## src/hw/noc_settings.svh

```systemverilog
`ifndef NOC_SETTINGS_SVH
`define NOC_SETTINGS_SVH

`define FLIT_W      16
`define FIFO_DEPTH  4
`define MESH_DIM    2

`define NUM_PORTS   3                        // vertical, horizontal, local.
`define NUM_NODES   (`MESH_DIM * `MESH_DIM)

// position of a node on the mesh border.
`define TOP(y)      ((y) == `MESH_DIM - 1)
`define BOTTOM(y)   ((y) == 0)
`define LEFT(x)     ((x) == 0)
`define RIGHT(x)    ((x) == `MESH_DIM - 1)

`endif

```

## src/hw/noc_pkg.sv

```systemverilog
`include "noc_settings.svh"

package noc_pkg;

  // header word as seen by the routers.
  typedef struct packed {
    logic [7:0] len;     // body flits that follow.
    logic [3:0] dest_x;
    logic [3:0] dest_y;
  } hdr_t;

  // one link word, either a header or plain payload.
  typedef union packed {
    hdr_t              hdr;
    logic [`FLIT_W-1:0] payload;
  } flit_t;

  // port index inside a corner node.
  typedef enum logic [1:0] {
    PORT_VERT  = 2'd0,   // north or south neighbour.
    PORT_HORZ  = 2'd1,   // east or west neighbour.
    PORT_LOCAL = 2'd2
  } port_e;

endpackage

```

## src/hw/corner_node.sv

```systemverilog
`include "noc_settings.svh"

module corner_node #(
  parameter int NODE_X = 0,
  parameter int NODE_Y = 0
) (
  input  logic           clk_i,
  input  logic           arst_n_i,
  input  logic           vert_in_valid_i,
  input  noc_pkg::flit_t vert_in_flit_i,
  output logic           vert_in_full_o,
  output logic           vert_out_valid_o,
  output noc_pkg::flit_t vert_out_flit_o,
  input  logic           vert_out_full_i,
  input  logic           horz_in_valid_i,
  input  noc_pkg::flit_t horz_in_flit_i,
  output logic           horz_in_full_o,
  output logic           horz_out_valid_o,
  output noc_pkg::flit_t horz_out_flit_o,
  input  logic           horz_out_full_i,
  input  logic           loc_in_valid_i,
  input  noc_pkg::flit_t loc_in_flit_i,
  output logic           loc_in_full_o,
  output logic           loc_out_valid_o,
  output noc_pkg::flit_t loc_out_flit_o,
  input  logic           loc_out_full_i
);
  import noc_pkg::*;

  localparam logic [3:0] MY_Y = 4'(NODE_Y);

  logic [`NUM_PORTS-1:0] in_valid;
  logic [`NUM_PORTS-1:0] in_full;
  logic [`NUM_PORTS-1:0] pop;
  logic [`NUM_PORTS-1:0] head_valid;
  logic [`NUM_PORTS-1:0] head_is_header;
  logic [`NUM_PORTS-1:0] tail;
  logic [`NUM_PORTS-1:0] out_valid;
  logic [`NUM_PORTS-1:0] out_full;
  flit_t                 in_flit   [`NUM_PORTS];
  flit_t                 head_flit [`NUM_PORTS];
  flit_t                 out_flit  [`NUM_PORTS];
  logic [7:0]            head_dest [`NUM_PORTS];
  port_e                 out_sel   [`NUM_PORTS];

  assign in_valid[PORT_VERT]  = vert_in_valid_i;
  assign in_valid[PORT_HORZ]  = horz_in_valid_i;
  assign in_valid[PORT_LOCAL] = loc_in_valid_i;
  assign in_flit[PORT_VERT]   = vert_in_flit_i;
  assign in_flit[PORT_HORZ]   = horz_in_flit_i;
  assign in_flit[PORT_LOCAL]  = loc_in_flit_i;
  assign out_full[PORT_VERT]  = vert_out_full_i;
  assign out_full[PORT_HORZ]  = horz_out_full_i;
  assign out_full[PORT_LOCAL] = loc_out_full_i;

  assign vert_in_full_o   = in_full[PORT_VERT];
  assign horz_in_full_o   = in_full[PORT_HORZ];
  assign loc_in_full_o    = in_full[PORT_LOCAL];
  assign vert_out_valid_o = out_valid[PORT_VERT];
  assign horz_out_valid_o = out_valid[PORT_HORZ];
  assign loc_out_valid_o  = out_valid[PORT_LOCAL];
  assign vert_out_flit_o  = out_flit[PORT_VERT];
  assign horz_out_flit_o  = out_flit[PORT_HORZ];
  assign loc_out_flit_o   = out_flit[PORT_LOCAL];

  for (genvar i = 0; i < `NUM_PORTS; i++) begin : g_in
    flit_fifo u_fifo (
      .clk_i,
      .arst_n_i,
      .push_i       (in_valid[i]),
      .flit_i       (in_flit[i]),
      .pop_i        (pop[i]),
      .full_o       (in_full[i]),
      .head_valid_o (head_valid[i]),
      .head_flit_o  (head_flit[i])
    );

    packet_tracker u_track (
      .clk_i,
      .arst_n_i,
      .head_valid_i     (head_valid[i]),
      .head_flit_i      (head_flit[i]),
      .pop_i            (pop[i]),
      .head_is_header_o (head_is_header[i]),
      .head_dest_o      (head_dest[i]),
      .tail_o           (tail[i])
    );
  end

  switch_ctrl #(.NODE_X(NODE_X), .NODE_Y(NODE_Y)) u_ctrl (
    .clk_i,
    .arst_n_i,
    .head_valid_i     (head_valid),
    .head_is_header_i (head_is_header),
    .head_dest_i      (head_dest),
    .tail_i           (tail),
    .out_full_i       (out_full),
    .pop_o            (pop),
    .out_valid_o      (out_valid),
    .out_sel_o        (out_sel)
  );

  // crossbar, idle outputs carry zero.
  always_comb begin
    for (int o = 0; o < `NUM_PORTS; o++) begin
      out_flit[o] = out_valid[o] ? head_flit[out_sel[o]] : '0;
    end
  end

  assert property (@(posedge clk_i) disable iff (!arst_n_i)
    out_valid[PORT_VERT] && head_is_header[out_sel[PORT_VERT]] |->
      (`BOTTOM(NODE_Y) ? head_dest[out_sel[PORT_VERT]][3:0] > MY_Y
                       : `TOP(NODE_Y) && head_dest[out_sel[PORT_VERT]][3:0] < MY_Y))
    else $error("corner_node: header sent north or south off the mesh");

endmodule

```

## src/hw/flit_fifo.sv

```systemverilog
`include "noc_settings.svh"

module flit_fifo (
  input  logic           clk_i,
  input  logic           arst_n_i,
  input  logic           push_i,
  input  noc_pkg::flit_t flit_i,
  input  logic           pop_i,
  output logic           full_o,
  output logic           head_valid_o,
  output noc_pkg::flit_t head_flit_o
);
  import noc_pkg::*;

  localparam int PTR_W = $clog2(`FIFO_DEPTH);
  localparam int CNT_W = $clog2(`FIFO_DEPTH + 1);

  flit_t            mem [`FIFO_DEPTH];
  logic [PTR_W-1:0] wr_ptr_q;
  logic [PTR_W-1:0] rd_ptr_q;
  logic [CNT_W-1:0] count_q;

  assign full_o       = (count_q == CNT_W'(`FIFO_DEPTH));
  assign head_valid_o = (count_q != '0);
  assign head_flit_o  = mem[rd_ptr_q];  // look-ahead, no read latency.

  always_ff @(posedge clk_i) begin
    if (push_i) begin
      mem[wr_ptr_q] <= flit_i;
    end
  end

  always_ff @(posedge clk_i or negedge arst_n_i) begin
    if (!arst_n_i) begin
      wr_ptr_q <= '0;
      rd_ptr_q <= '0;
      count_q  <= '0;
    end else begin
      if (push_i) begin
        wr_ptr_q <= (wr_ptr_q == PTR_W'(`FIFO_DEPTH - 1)) ? '0 : wr_ptr_q + 1'b1;
      end
      if (pop_i) begin
        rd_ptr_q <= (rd_ptr_q == PTR_W'(`FIFO_DEPTH - 1)) ? '0 : rd_ptr_q + 1'b1;
      end
      case ({push_i, pop_i})
        2'b10:   count_q <= count_q + 1'b1;
        2'b01:   count_q <= count_q - 1'b1;
        default: count_q <= count_q;  // idle, or push and pop together.
      endcase
    end
  end

  // the upstream sender must respect the full level.
  assert property (@(posedge clk_i) disable iff (!arst_n_i) push_i |-> !full_o)
    else $error("flit_fifo: push while full");

  // the switch may only pop a flit that is there.
  assert property (@(posedge clk_i) disable iff (!arst_n_i) pop_i |-> head_valid_o)
    else $error("flit_fifo: pop while empty");

endmodule

```

## src/hw/mesh_2x2.sv

```systemverilog
`include "noc_settings.svh"

module mesh_2x2 (
  input  logic                  clk_i,
  input  logic                  arst_n_i,
  input  logic [`NUM_NODES-1:0] loc_in_valid_i,
  input  noc_pkg::flit_t        loc_in_flit_i [`NUM_NODES],
  output logic [`NUM_NODES-1:0] loc_in_full_o,
  output logic [`NUM_NODES-1:0] loc_out_valid_o,
  output noc_pkg::flit_t        loc_out_flit_o [`NUM_NODES],
  input  logic [`NUM_NODES-1:0] loc_out_full_i
);
  import noc_pkg::*;

  // each index is the node that drives the signal.
  logic [`NUM_NODES-1:0] vert_valid;
  logic [`NUM_NODES-1:0] vert_full;   // full level of the vertical input.
  logic [`NUM_NODES-1:0] horz_valid;
  logic [`NUM_NODES-1:0] horz_full;
  flit_t                 vert_flit [`NUM_NODES];
  flit_t                 horz_flit [`NUM_NODES];

  for (genvar y = 0; y < `MESH_DIM; y++) begin : g_row
    for (genvar x = 0; x < `MESH_DIM; x++) begin : g_col
      localparam int ID   = y * `MESH_DIM + x;
      localparam int H_ID = y * `MESH_DIM + (`MESH_DIM - 1 - x);  // east or west peer.
      localparam int V_ID = (`MESH_DIM - 1 - y) * `MESH_DIM + x;  // north or south peer.

      corner_node #(.NODE_X(x), .NODE_Y(y)) u_node (
        .clk_i,
        .arst_n_i,
        .vert_in_valid_i  (vert_valid[V_ID]),
        .vert_in_flit_i   (vert_flit[V_ID]),
        .vert_in_full_o   (vert_full[ID]),
        .vert_out_valid_o (vert_valid[ID]),
        .vert_out_flit_o  (vert_flit[ID]),
        .vert_out_full_i  (vert_full[V_ID]),
        .horz_in_valid_i  (horz_valid[H_ID]),
        .horz_in_flit_i   (horz_flit[H_ID]),
        .horz_in_full_o   (horz_full[ID]),
        .horz_out_valid_o (horz_valid[ID]),
        .horz_out_flit_o  (horz_flit[ID]),
        .horz_out_full_i  (horz_full[H_ID]),
        .loc_in_valid_i   (loc_in_valid_i[ID]),
        .loc_in_flit_i    (loc_in_flit_i[ID]),
        .loc_in_full_o    (loc_in_full_o[ID]),
        .loc_out_valid_o  (loc_out_valid_o[ID]),
        .loc_out_flit_o   (loc_out_flit_o[ID]),
        .loc_out_full_i   (loc_out_full_i[ID])
      );
    end
  end

endmodule

```

## src/hw/packet_tracker.sv

```systemverilog
module packet_tracker (
  input  logic           clk_i,
  input  logic           arst_n_i,
  input  logic           head_valid_i,
  input  noc_pkg::flit_t head_flit_i,
  input  logic           pop_i,
  output logic           head_is_header_o,
  output logic [7:0]     head_dest_o,
  output logic           tail_o
);

  logic [7:0] remain_q;  // body flits still to pass.
  logic [7:0] dest_q;
  logic [7:0] hdr_dest;

  assign hdr_dest = {head_flit_i.hdr.dest_x, head_flit_i.hdr.dest_y};

  // nothing left of the last packet, so the head opens a new one.
  assign head_is_header_o = head_valid_i && (remain_q == '0);

  assign head_dest_o = head_is_header_o ? hdr_dest : dest_q;

  always_comb begin
    if (!head_valid_i) begin
      tail_o = 1'b0;
    end else if (head_is_header_o) begin
      tail_o = (head_flit_i.hdr.len == '0);  // header-only packet.
    end else begin
      tail_o = (remain_q == 8'd1);
    end
  end

  always_ff @(posedge clk_i or negedge arst_n_i) begin
    if (!arst_n_i) begin
      remain_q <= '0;
    end else if (pop_i) begin
      if (remain_q == '0) begin
        remain_q <= head_flit_i.hdr.len;
      end else begin
        remain_q <= remain_q - 1'b1;
      end
    end
  end

  // destination of the packet in flight.
  always_ff @(posedge clk_i) begin
    if (pop_i && remain_q == '0) begin
      dest_q <= hdr_dest;
    end
  end

endmodule

```

## src/hw/switch_ctrl.sv

```systemverilog
`include "noc_settings.svh"

module switch_ctrl #(
  parameter int NODE_X = 0,
  parameter int NODE_Y = 0
) (
  input  logic                  clk_i,
  input  logic                  arst_n_i,
  input  logic [`NUM_PORTS-1:0] head_valid_i,
  input  logic [`NUM_PORTS-1:0] head_is_header_i,
  input  logic [7:0]            head_dest_i [`NUM_PORTS],
  input  logic [`NUM_PORTS-1:0] tail_i,
  input  logic [`NUM_PORTS-1:0] out_full_i,
  output logic [`NUM_PORTS-1:0] pop_o,
  output logic [`NUM_PORTS-1:0] out_valid_o,
  output noc_pkg::port_e        out_sel_o [`NUM_PORTS]
);
  import noc_pkg::*;

  localparam logic [3:0] MY_X = 4'(NODE_X);
  localparam logic [3:0] MY_Y = 4'(NODE_Y);

  port_e                 route   [`NUM_PORTS];  // wanted output of each input.
  port_e                 winner  [`NUM_PORTS];
  port_e                 owner_q [`NUM_PORTS];
  port_e                 rr_q    [`NUM_PORTS];
  logic [`NUM_PORTS-1:0] lock_q;
  logic [`NUM_PORTS-1:0] win_found;
  logic [`NUM_PORTS-1:0] in_grant [`NUM_PORTS];  // outputs granted to each input.

  // XY routing takes x first.
  always_comb begin
    for (int i = 0; i < `NUM_PORTS; i++) begin
      if (head_dest_i[i][7:4] != MY_X) begin
        route[i] = PORT_HORZ;
      end else if (head_dest_i[i][3:0] != MY_Y) begin
        route[i] = PORT_VERT;
      end else begin
        route[i] = PORT_LOCAL;
      end
    end
  end

  // round-robin among fresh headers, starting at the pointer.
  always_comb begin
    int idx;
    for (int o = 0; o < `NUM_PORTS; o++) begin
      win_found[o] = 1'b0;
      winner[o]    = rr_q[o];
      for (int k = 0; k < `NUM_PORTS; k++) begin
        idx = (int'(rr_q[o]) + k) % `NUM_PORTS;
        if (!win_found[o] && head_valid_i[idx] && head_is_header_i[idx] &&
            route[idx] == port_e'(o)) begin
          win_found[o] = 1'b1;
          winner[o]    = port_e'(idx);
        end
      end
    end
  end

  always_comb begin
    pop_o = '0;
    for (int i = 0; i < `NUM_PORTS; i++) begin
      in_grant[i] = '0;
    end
    for (int o = 0; o < `NUM_PORTS; o++) begin
      out_sel_o[o]   = lock_q[o] ? owner_q[o] : winner[o];
      out_valid_o[o] = (lock_q[o] || win_found[o]) && head_valid_i[out_sel_o[o]] &&
                       !out_full_i[o];
      if (out_valid_o[o]) begin
        pop_o[out_sel_o[o]]       = 1'b1;
        in_grant[out_sel_o[o]][o] = 1'b1;
      end
    end
  end

  always_ff @(posedge clk_i or negedge arst_n_i) begin
    if (!arst_n_i) begin
      lock_q <= '0;
      for (int o = 0; o < `NUM_PORTS; o++) begin
        owner_q[o] <= PORT_VERT;
        rr_q[o]    <= PORT_VERT;
      end
    end else begin
      for (int o = 0; o < `NUM_PORTS; o++) begin
        if (out_valid_o[o]) begin
          lock_q[o]  <= !tail_i[out_sel_o[o]];  // held until the tail goes.
          owner_q[o] <= out_sel_o[o];
          if (!lock_q[o]) begin
            rr_q[o] <= (winner[o] == PORT_LOCAL) ? PORT_VERT : port_e'(winner[o] + 2'd1);
          end
        end
      end
    end
  end

  for (genvar i = 0; i < `NUM_PORTS; i++) begin : g_grant_chk
    assert property (@(posedge clk_i) disable iff (!arst_n_i) $onehot0(in_grant[i]))
      else $error("switch_ctrl: input %0d granted to two outputs", i);
  end

  // headers sent east or west must aim at the neighbour column.
  assert property (@(posedge clk_i) disable iff (!arst_n_i)
    out_valid_o[PORT_HORZ] && !lock_q[PORT_HORZ] |->
      (`LEFT(NODE_X) ? head_dest_i[out_sel_o[PORT_HORZ]][7:4] > MY_X
                     : `RIGHT(NODE_X) && head_dest_i[out_sel_o[PORT_HORZ]][7:4] < MY_X))
    else $error("switch_ctrl: header routed off the mesh");

endmodule

```

## config.mk

```make
export PLATFORM = sky130hd
export DESIGN_NAME = mesh_2x2
export DESIGN_NICKNAME = d
export VERILOG_FILES = /design/src/hw/noc_pkg.sv /design/src/hw/corner_node.sv /design/src/hw/flit_fifo.sv /design/src/hw/mesh_2x2.sv /design/src/hw/packet_tracker.sv /design/src/hw/switch_ctrl.sv
export VERILOG_INCLUDE_DIRS = /design/src /design/src/hw
export SDC_FILE = /design/constraint.sdc
export NUM_CORES = 2
export LEC_CHECK = 0
export ABC_AREA = 0
export BUFFER_PORTS_ARGS = -buffer_cell sky130_fd_sc_hd__clkbuf_2
export CORE_AREA = 2 2 454 276
export DETAILED_ROUTE_END_ITERATION = 10
export DIE_AREA = 0 0 456 278
export SLEW_MARGIN = 20
export SYNTH_ARGS = -nofsm -noshare
export SYNTH_HDL_FRONTEND = slang
export SYNTH_SLANG_ARGS = --single-unit
```

## constraint.sdc

```tcl
create_clock -name clk_i -period 15.22 [get_ports clk_i]
set_input_delay 0.761 -clock clk_i [delete_from_list [all_inputs] [get_ports clk_i]]
set_output_delay 0.761 -clock clk_i [all_outputs]
set_load 0.03 [all_outputs]
```

==> flow_summary.rst <==
.. list-table::
   :header-rows: 1

   * - Metric
     - Value
   * - Cell variety after synth
     - 101
   * - Largest incremental delay on the critical path
     - 1.02 ns
   * - Setup slack on the worst flop-to-flop path
     - 8.39 ns
   * - Switching part of the total
     - 0.411
   * - Slew headroom
     - 0.207
   * - Maximum net fanout on the critical path
     - 31
   * - Post-synth top area cell
     - sky130_fd_sc_hd__edfxtp_1
   * - Global route total overflow
     - 0
   * - Top cells by area, synth
     - sky130_fd_sc_hd__edfxtp_1, sky130_fd_sc_hd__dfrtp_1, sky130_fd_sc_hd__mux4_2
   * - Critical path's slowest cell
     - sky130_fd_sc_hd__nor4_1
   * - Net Sw Power
     - 0.00532 W
   * - Portion of total power attributed to combinational logic
     - 0.425
   * - Clock Tree Root
     - sky130_fd_sc_hd__clkbuf_16
   * - Mapped cell area
     - 54,700 um2
   * - Post-Syn Instances
     - 4,441
   * - Final weighted congestion in routability-driven placement
     - 0.978
   * - Share of final-layout standard cells stronger than drive strength 1
     - 0.156
   * - Aggregate routed wire length
     - 157,000 um
   * - Final Hold Viols
     - 0
   * - Synth-to-layout area growth
     - 11.1%
   * - Peak clock frequency supported by timing
     - 127 MHz
   * - DRC violations left
     - 0
   * - Share of Yosys cell area claimed by the top area cell type
     - 0.461
   * - Yosys warnings
     - 0
   * - Static leakage power
     - 21.9 nW
   * - Worst Skew
     - 0.0589 ns
   * - IR Drop Worst-Case VDD
     - 0.000122 V
   * - Half-perimeter wire length after detailed placement
     - 113,000 um
   * - Req. time, crit path
     - 14.46 ns
   * - Number of enable-type register cells in the synthesized netlist
     - 840
   * - Hold Path Class
     - in2async
   * - Post_cts resized
     - 0
   * - Global router's overall resource usage
     - 0.244
   * - Chip height
     - 278 um
   * - Violation count after the first detailed-route iteration
     - 5,065
   * - Max-cap violation count
     - 0
   * - Post-cts hold buffer count
     - 0
   * - Num ports
     - 146
   * - Total setup buffers inserted after CTS
     - 0
   * - Placeable Area
     - 123,000 um2
   * - Number of CTS-inserted buffers
     - 101
   * - Sort of element at the start of the critical path
     - flop
   * - Setup repair after global routing missed its margin
     - false
   * - Wire length of the first global-routing pass
     - 234,000 um
   * - Crit-path cells
     - buf_4, mux4_2, nor4_1, nand3_1, o221a_2, o21ai_0, a31o_2, a21boi_1, nand2_1, a21oi_2, and2_1, clkbuf_2
   * - Share of power burned in registers
     - 0.368
   * - Slew Limit Fails
     - 0
   * - Post-layout minimum cycle time
     - 7.89 ns
   * - Outcome
     - complete, no violations
   * - Layout net count
     - 4,738
   * - Start-to-end type of the worst setup path
     - reg2out
   * - Average wire per standard cell
     - 25.1 um
   * - Worst endpoint data arrival time
     - 7.13 ns
   * - Die outline width
     - 456 um
   * - Number of antenna violations at the first check in global routing
     - 2
   * - Portion of the clock cycle consumed by the worst path in the final layout
     - 0.518
   * - Sequential area share after synthesis
     - 0.571
   * - TritonCTS clock tree
     - yes
   * - Most frequent cell after synthesis
     - sky130_fd_sc_hd__edfxtp_1
   * - Pin slew with the least headroom to its limit
     - 1.18 ns
   * - Final Util
     - 0.495
   * - Latest clock arrival within the worst-skew pair
     - 0.74 ns
   * - Initial DRT Pass Iterations
     - 8
   * - Via density per instance
     - 6.11
   * - Number of global-route vias before repair
     - 35,700
   * - Initial standard-cell utilization of the core
     - 0.446
   * - Synthesized flop and latch total
     - 1,080
   * - Aggregate negative setup slack
     - 0 ns
   * - DIE AREA
     - 127,000 um2
   * - Post-route non-filler standard cell count
     - 6,241
   * - Share of flip-flops with an asynchronous set or reset
     - 0.222
   * - Synthesized area divided by synthesized cell count
     - 12.3 um2
   * - DRT antenna net count
     - 0
   * - Internal power
     - 0.00763 W
   * - Clock tree buffer depth
     - 3
   * - Synth cell count leaders
     - sky130_fd_sc_hd__edfxtp_1, sky130_fd_sc_hd__nor2_1, sky130_fd_sc_hd__nand2_1, sky130_fd_sc_hd__a21oi_1, sky130_fd_sc_hd__dfrtp_1
   * - Number of clock sinks
     - 1,080
   * - Number of levels the H-tree was split into
     - 3
   * - Total number of vias
     - 38,100
   * - Ys flop type
     - sky130_fd_sc_hd__edfxtp_1
   * - Post-synthesis net count
     - 4,659
   * - Number of endpoints failing setup at the final stage
     - 0
   * - P per Cell Area
     - 213 nW/um2
   * - Clock transition at path regs
     - 0.07 ns
   * - Kind of capture point of the worst setup path
     - output port
   * - Part of the total power dissipated in the clock network
     - 0.208
   * - Number of standard-cell rows in the floorplan
     - 100
   * - Cell Count Post-Placement
     - 6,048
   * - Maximum number of pins on one net before global-route repair
     - 128
   * - Count of input and output buffers
     - 145
==> registers in the layout, summed over array words and instances, names as in the netlist <==
name / count
g_row.g_col.u_node.g_in.u_fifo.rd_ptr_q: 24
g_row.g_col.u_node.u_ctrl.rr_q: 24
g_row.g_col.u_node.g_in.u_fifo.wr_ptr_q: 24
g_row.g_col.u_node.g_in.u_fifo.mem: 768
g_row.g_col.u_node.g_in.u_fifo.count_q: 36
g_row.g_col.u_node.u_ctrl.lock_q: 12
g_row.g_col.u_node.u_ctrl.owner_q: 24
g_row.g_col.u_node.g_in.u_track.remain_q: 96
g_row.g_col.u_node.g_in.u_track.dest_q: 72
==> logic make-up (layout without fill, tap and decap cells) <==
family,Yosys count,count (layout),synth area share
buf+inv,468,635,0.0345
xor+xnor,36,36,0.00576
compound gates,892,892,0.104
fa+ha+maj,145,145,0.0348
other cells,0,1,0
mux,419,419,0.122
simple gates,1401,1401,0.128
flops,1080,1080,0.571
==> per-layer routing <==
| metal | wire (um) | vias up | GRT usage |
|---|---|---|---|
| met1 | 75400 | 19100 | 0.393 |
| met3 | 14900 | 229 | 0.0618 |
| li1 | - | 17100 | - |
| met5 | 0 | - | 0 |
| met4 | 3340 | 0 | 0.0548 |
| met2 | 63200 | 1702 | 0.325 |
==> power by group through the flow <==
stage	clock [W]	sequential [W]	combinational, W
after detailed placement	0	0.00481	0.00540
after global routing	0.00286	0.00485	0.00592
after CTS	0.00274	0.00476	0.00542
after global placement	0	0.00480	0.00534
final	0.00269	0.00476	0.00550
after floorplan	0	0.00458	0.00376
==> worst paths after layout <==
path                                                                  from                                            endpoint  cells after the start
worst max-delay path                                                  flop                                  loc_out_flit_o[48]                     12
worst min-delay path                                              arst_n_i                          asynchronous set/reset pin                      1
worst max register to register                                        flop                                                flop                     15
worst min register to register  g_row[0].g_col[1].u_node.u_ctrl.owner_q[2]          g_row[0].g_col[1].u_node.u_ctrl.owner_q[2]                      2
max in group asynchronous                                         arst_n_i                          asynchronous set/reset pin                      2
min in group clk_i                                       loc_in_flit_i[10]  g_row[1].g_col[1].u_node.g_in[2].u_fifo.mem[2][10]                      1
==> area by class of cell <==
type / instances / area, um2
Multi-Input combinational cell: 2893 / 21800
Clock buffer: 129 / 2730
Tap cell: 1632 / 2040
Antenna cell: 1 / 2.50
Sequential cell: 1080 / 31200
Fill cell: 10700 / 62000
Inverter: 218 / 818
Timing Repair Buffer: 226 / 1380
Clock inverter: 62 / 810
==> per-stage QoR <==
step | worst slack (ns) | hold WS [ns] | total power (W) | area, um2
detailed placement | 7.96 | 0.473 | 0.0102 | 57200
floorplan | 10.22 | 0.439 | 0.00835 | 54700
finish | 7.33 | 0.00372 | 0.0129 | 60800
CTS | 7.13 | 0.0113 | 0.0129 | 60700
global placement | 8.22 | 0.463 | 0.0101 | 57100
global route | 6.89 | 0.0170 | 0.0136 | 60800
==> worst max-delay path, delay by kind of cell, from the launching register on <==
family | cells | cell delay [ns]
AND/OR/NAND/NOR | 4 | 1.94
flip-flops | 1 | 0.74
buffers and inverters | 2 | 0.53
multiplexers | 1 | 0.60
AO/OA/AOI/OAI | 5 | 2.59
==> cell usage in the layout, fill, tap and decap left out, drive strengths merged, types with 19 or more instances in the layout <==
master and count:
o31ai 32, a31oi 43, a22oi 28, or4 39, mux2 70, edfxtp 840
nor4 88, a211oi 20, buf 82, and2 72, clkinv 37, a21o 20
ha 132, nand3 92, nor3 88, o21ai 162, a21oi 329, nor2 412
xor2 24, and3 41, o22ai 51, mux4 192, nor4b 25, nand4 38
nand2 331, nor2b 23, inv 226, mux2i 157, nand2b 28, or2 30
clkbuf 273, dfrtp 240, or3 52, o21a 19
Power figures use the tool's default switching activity.
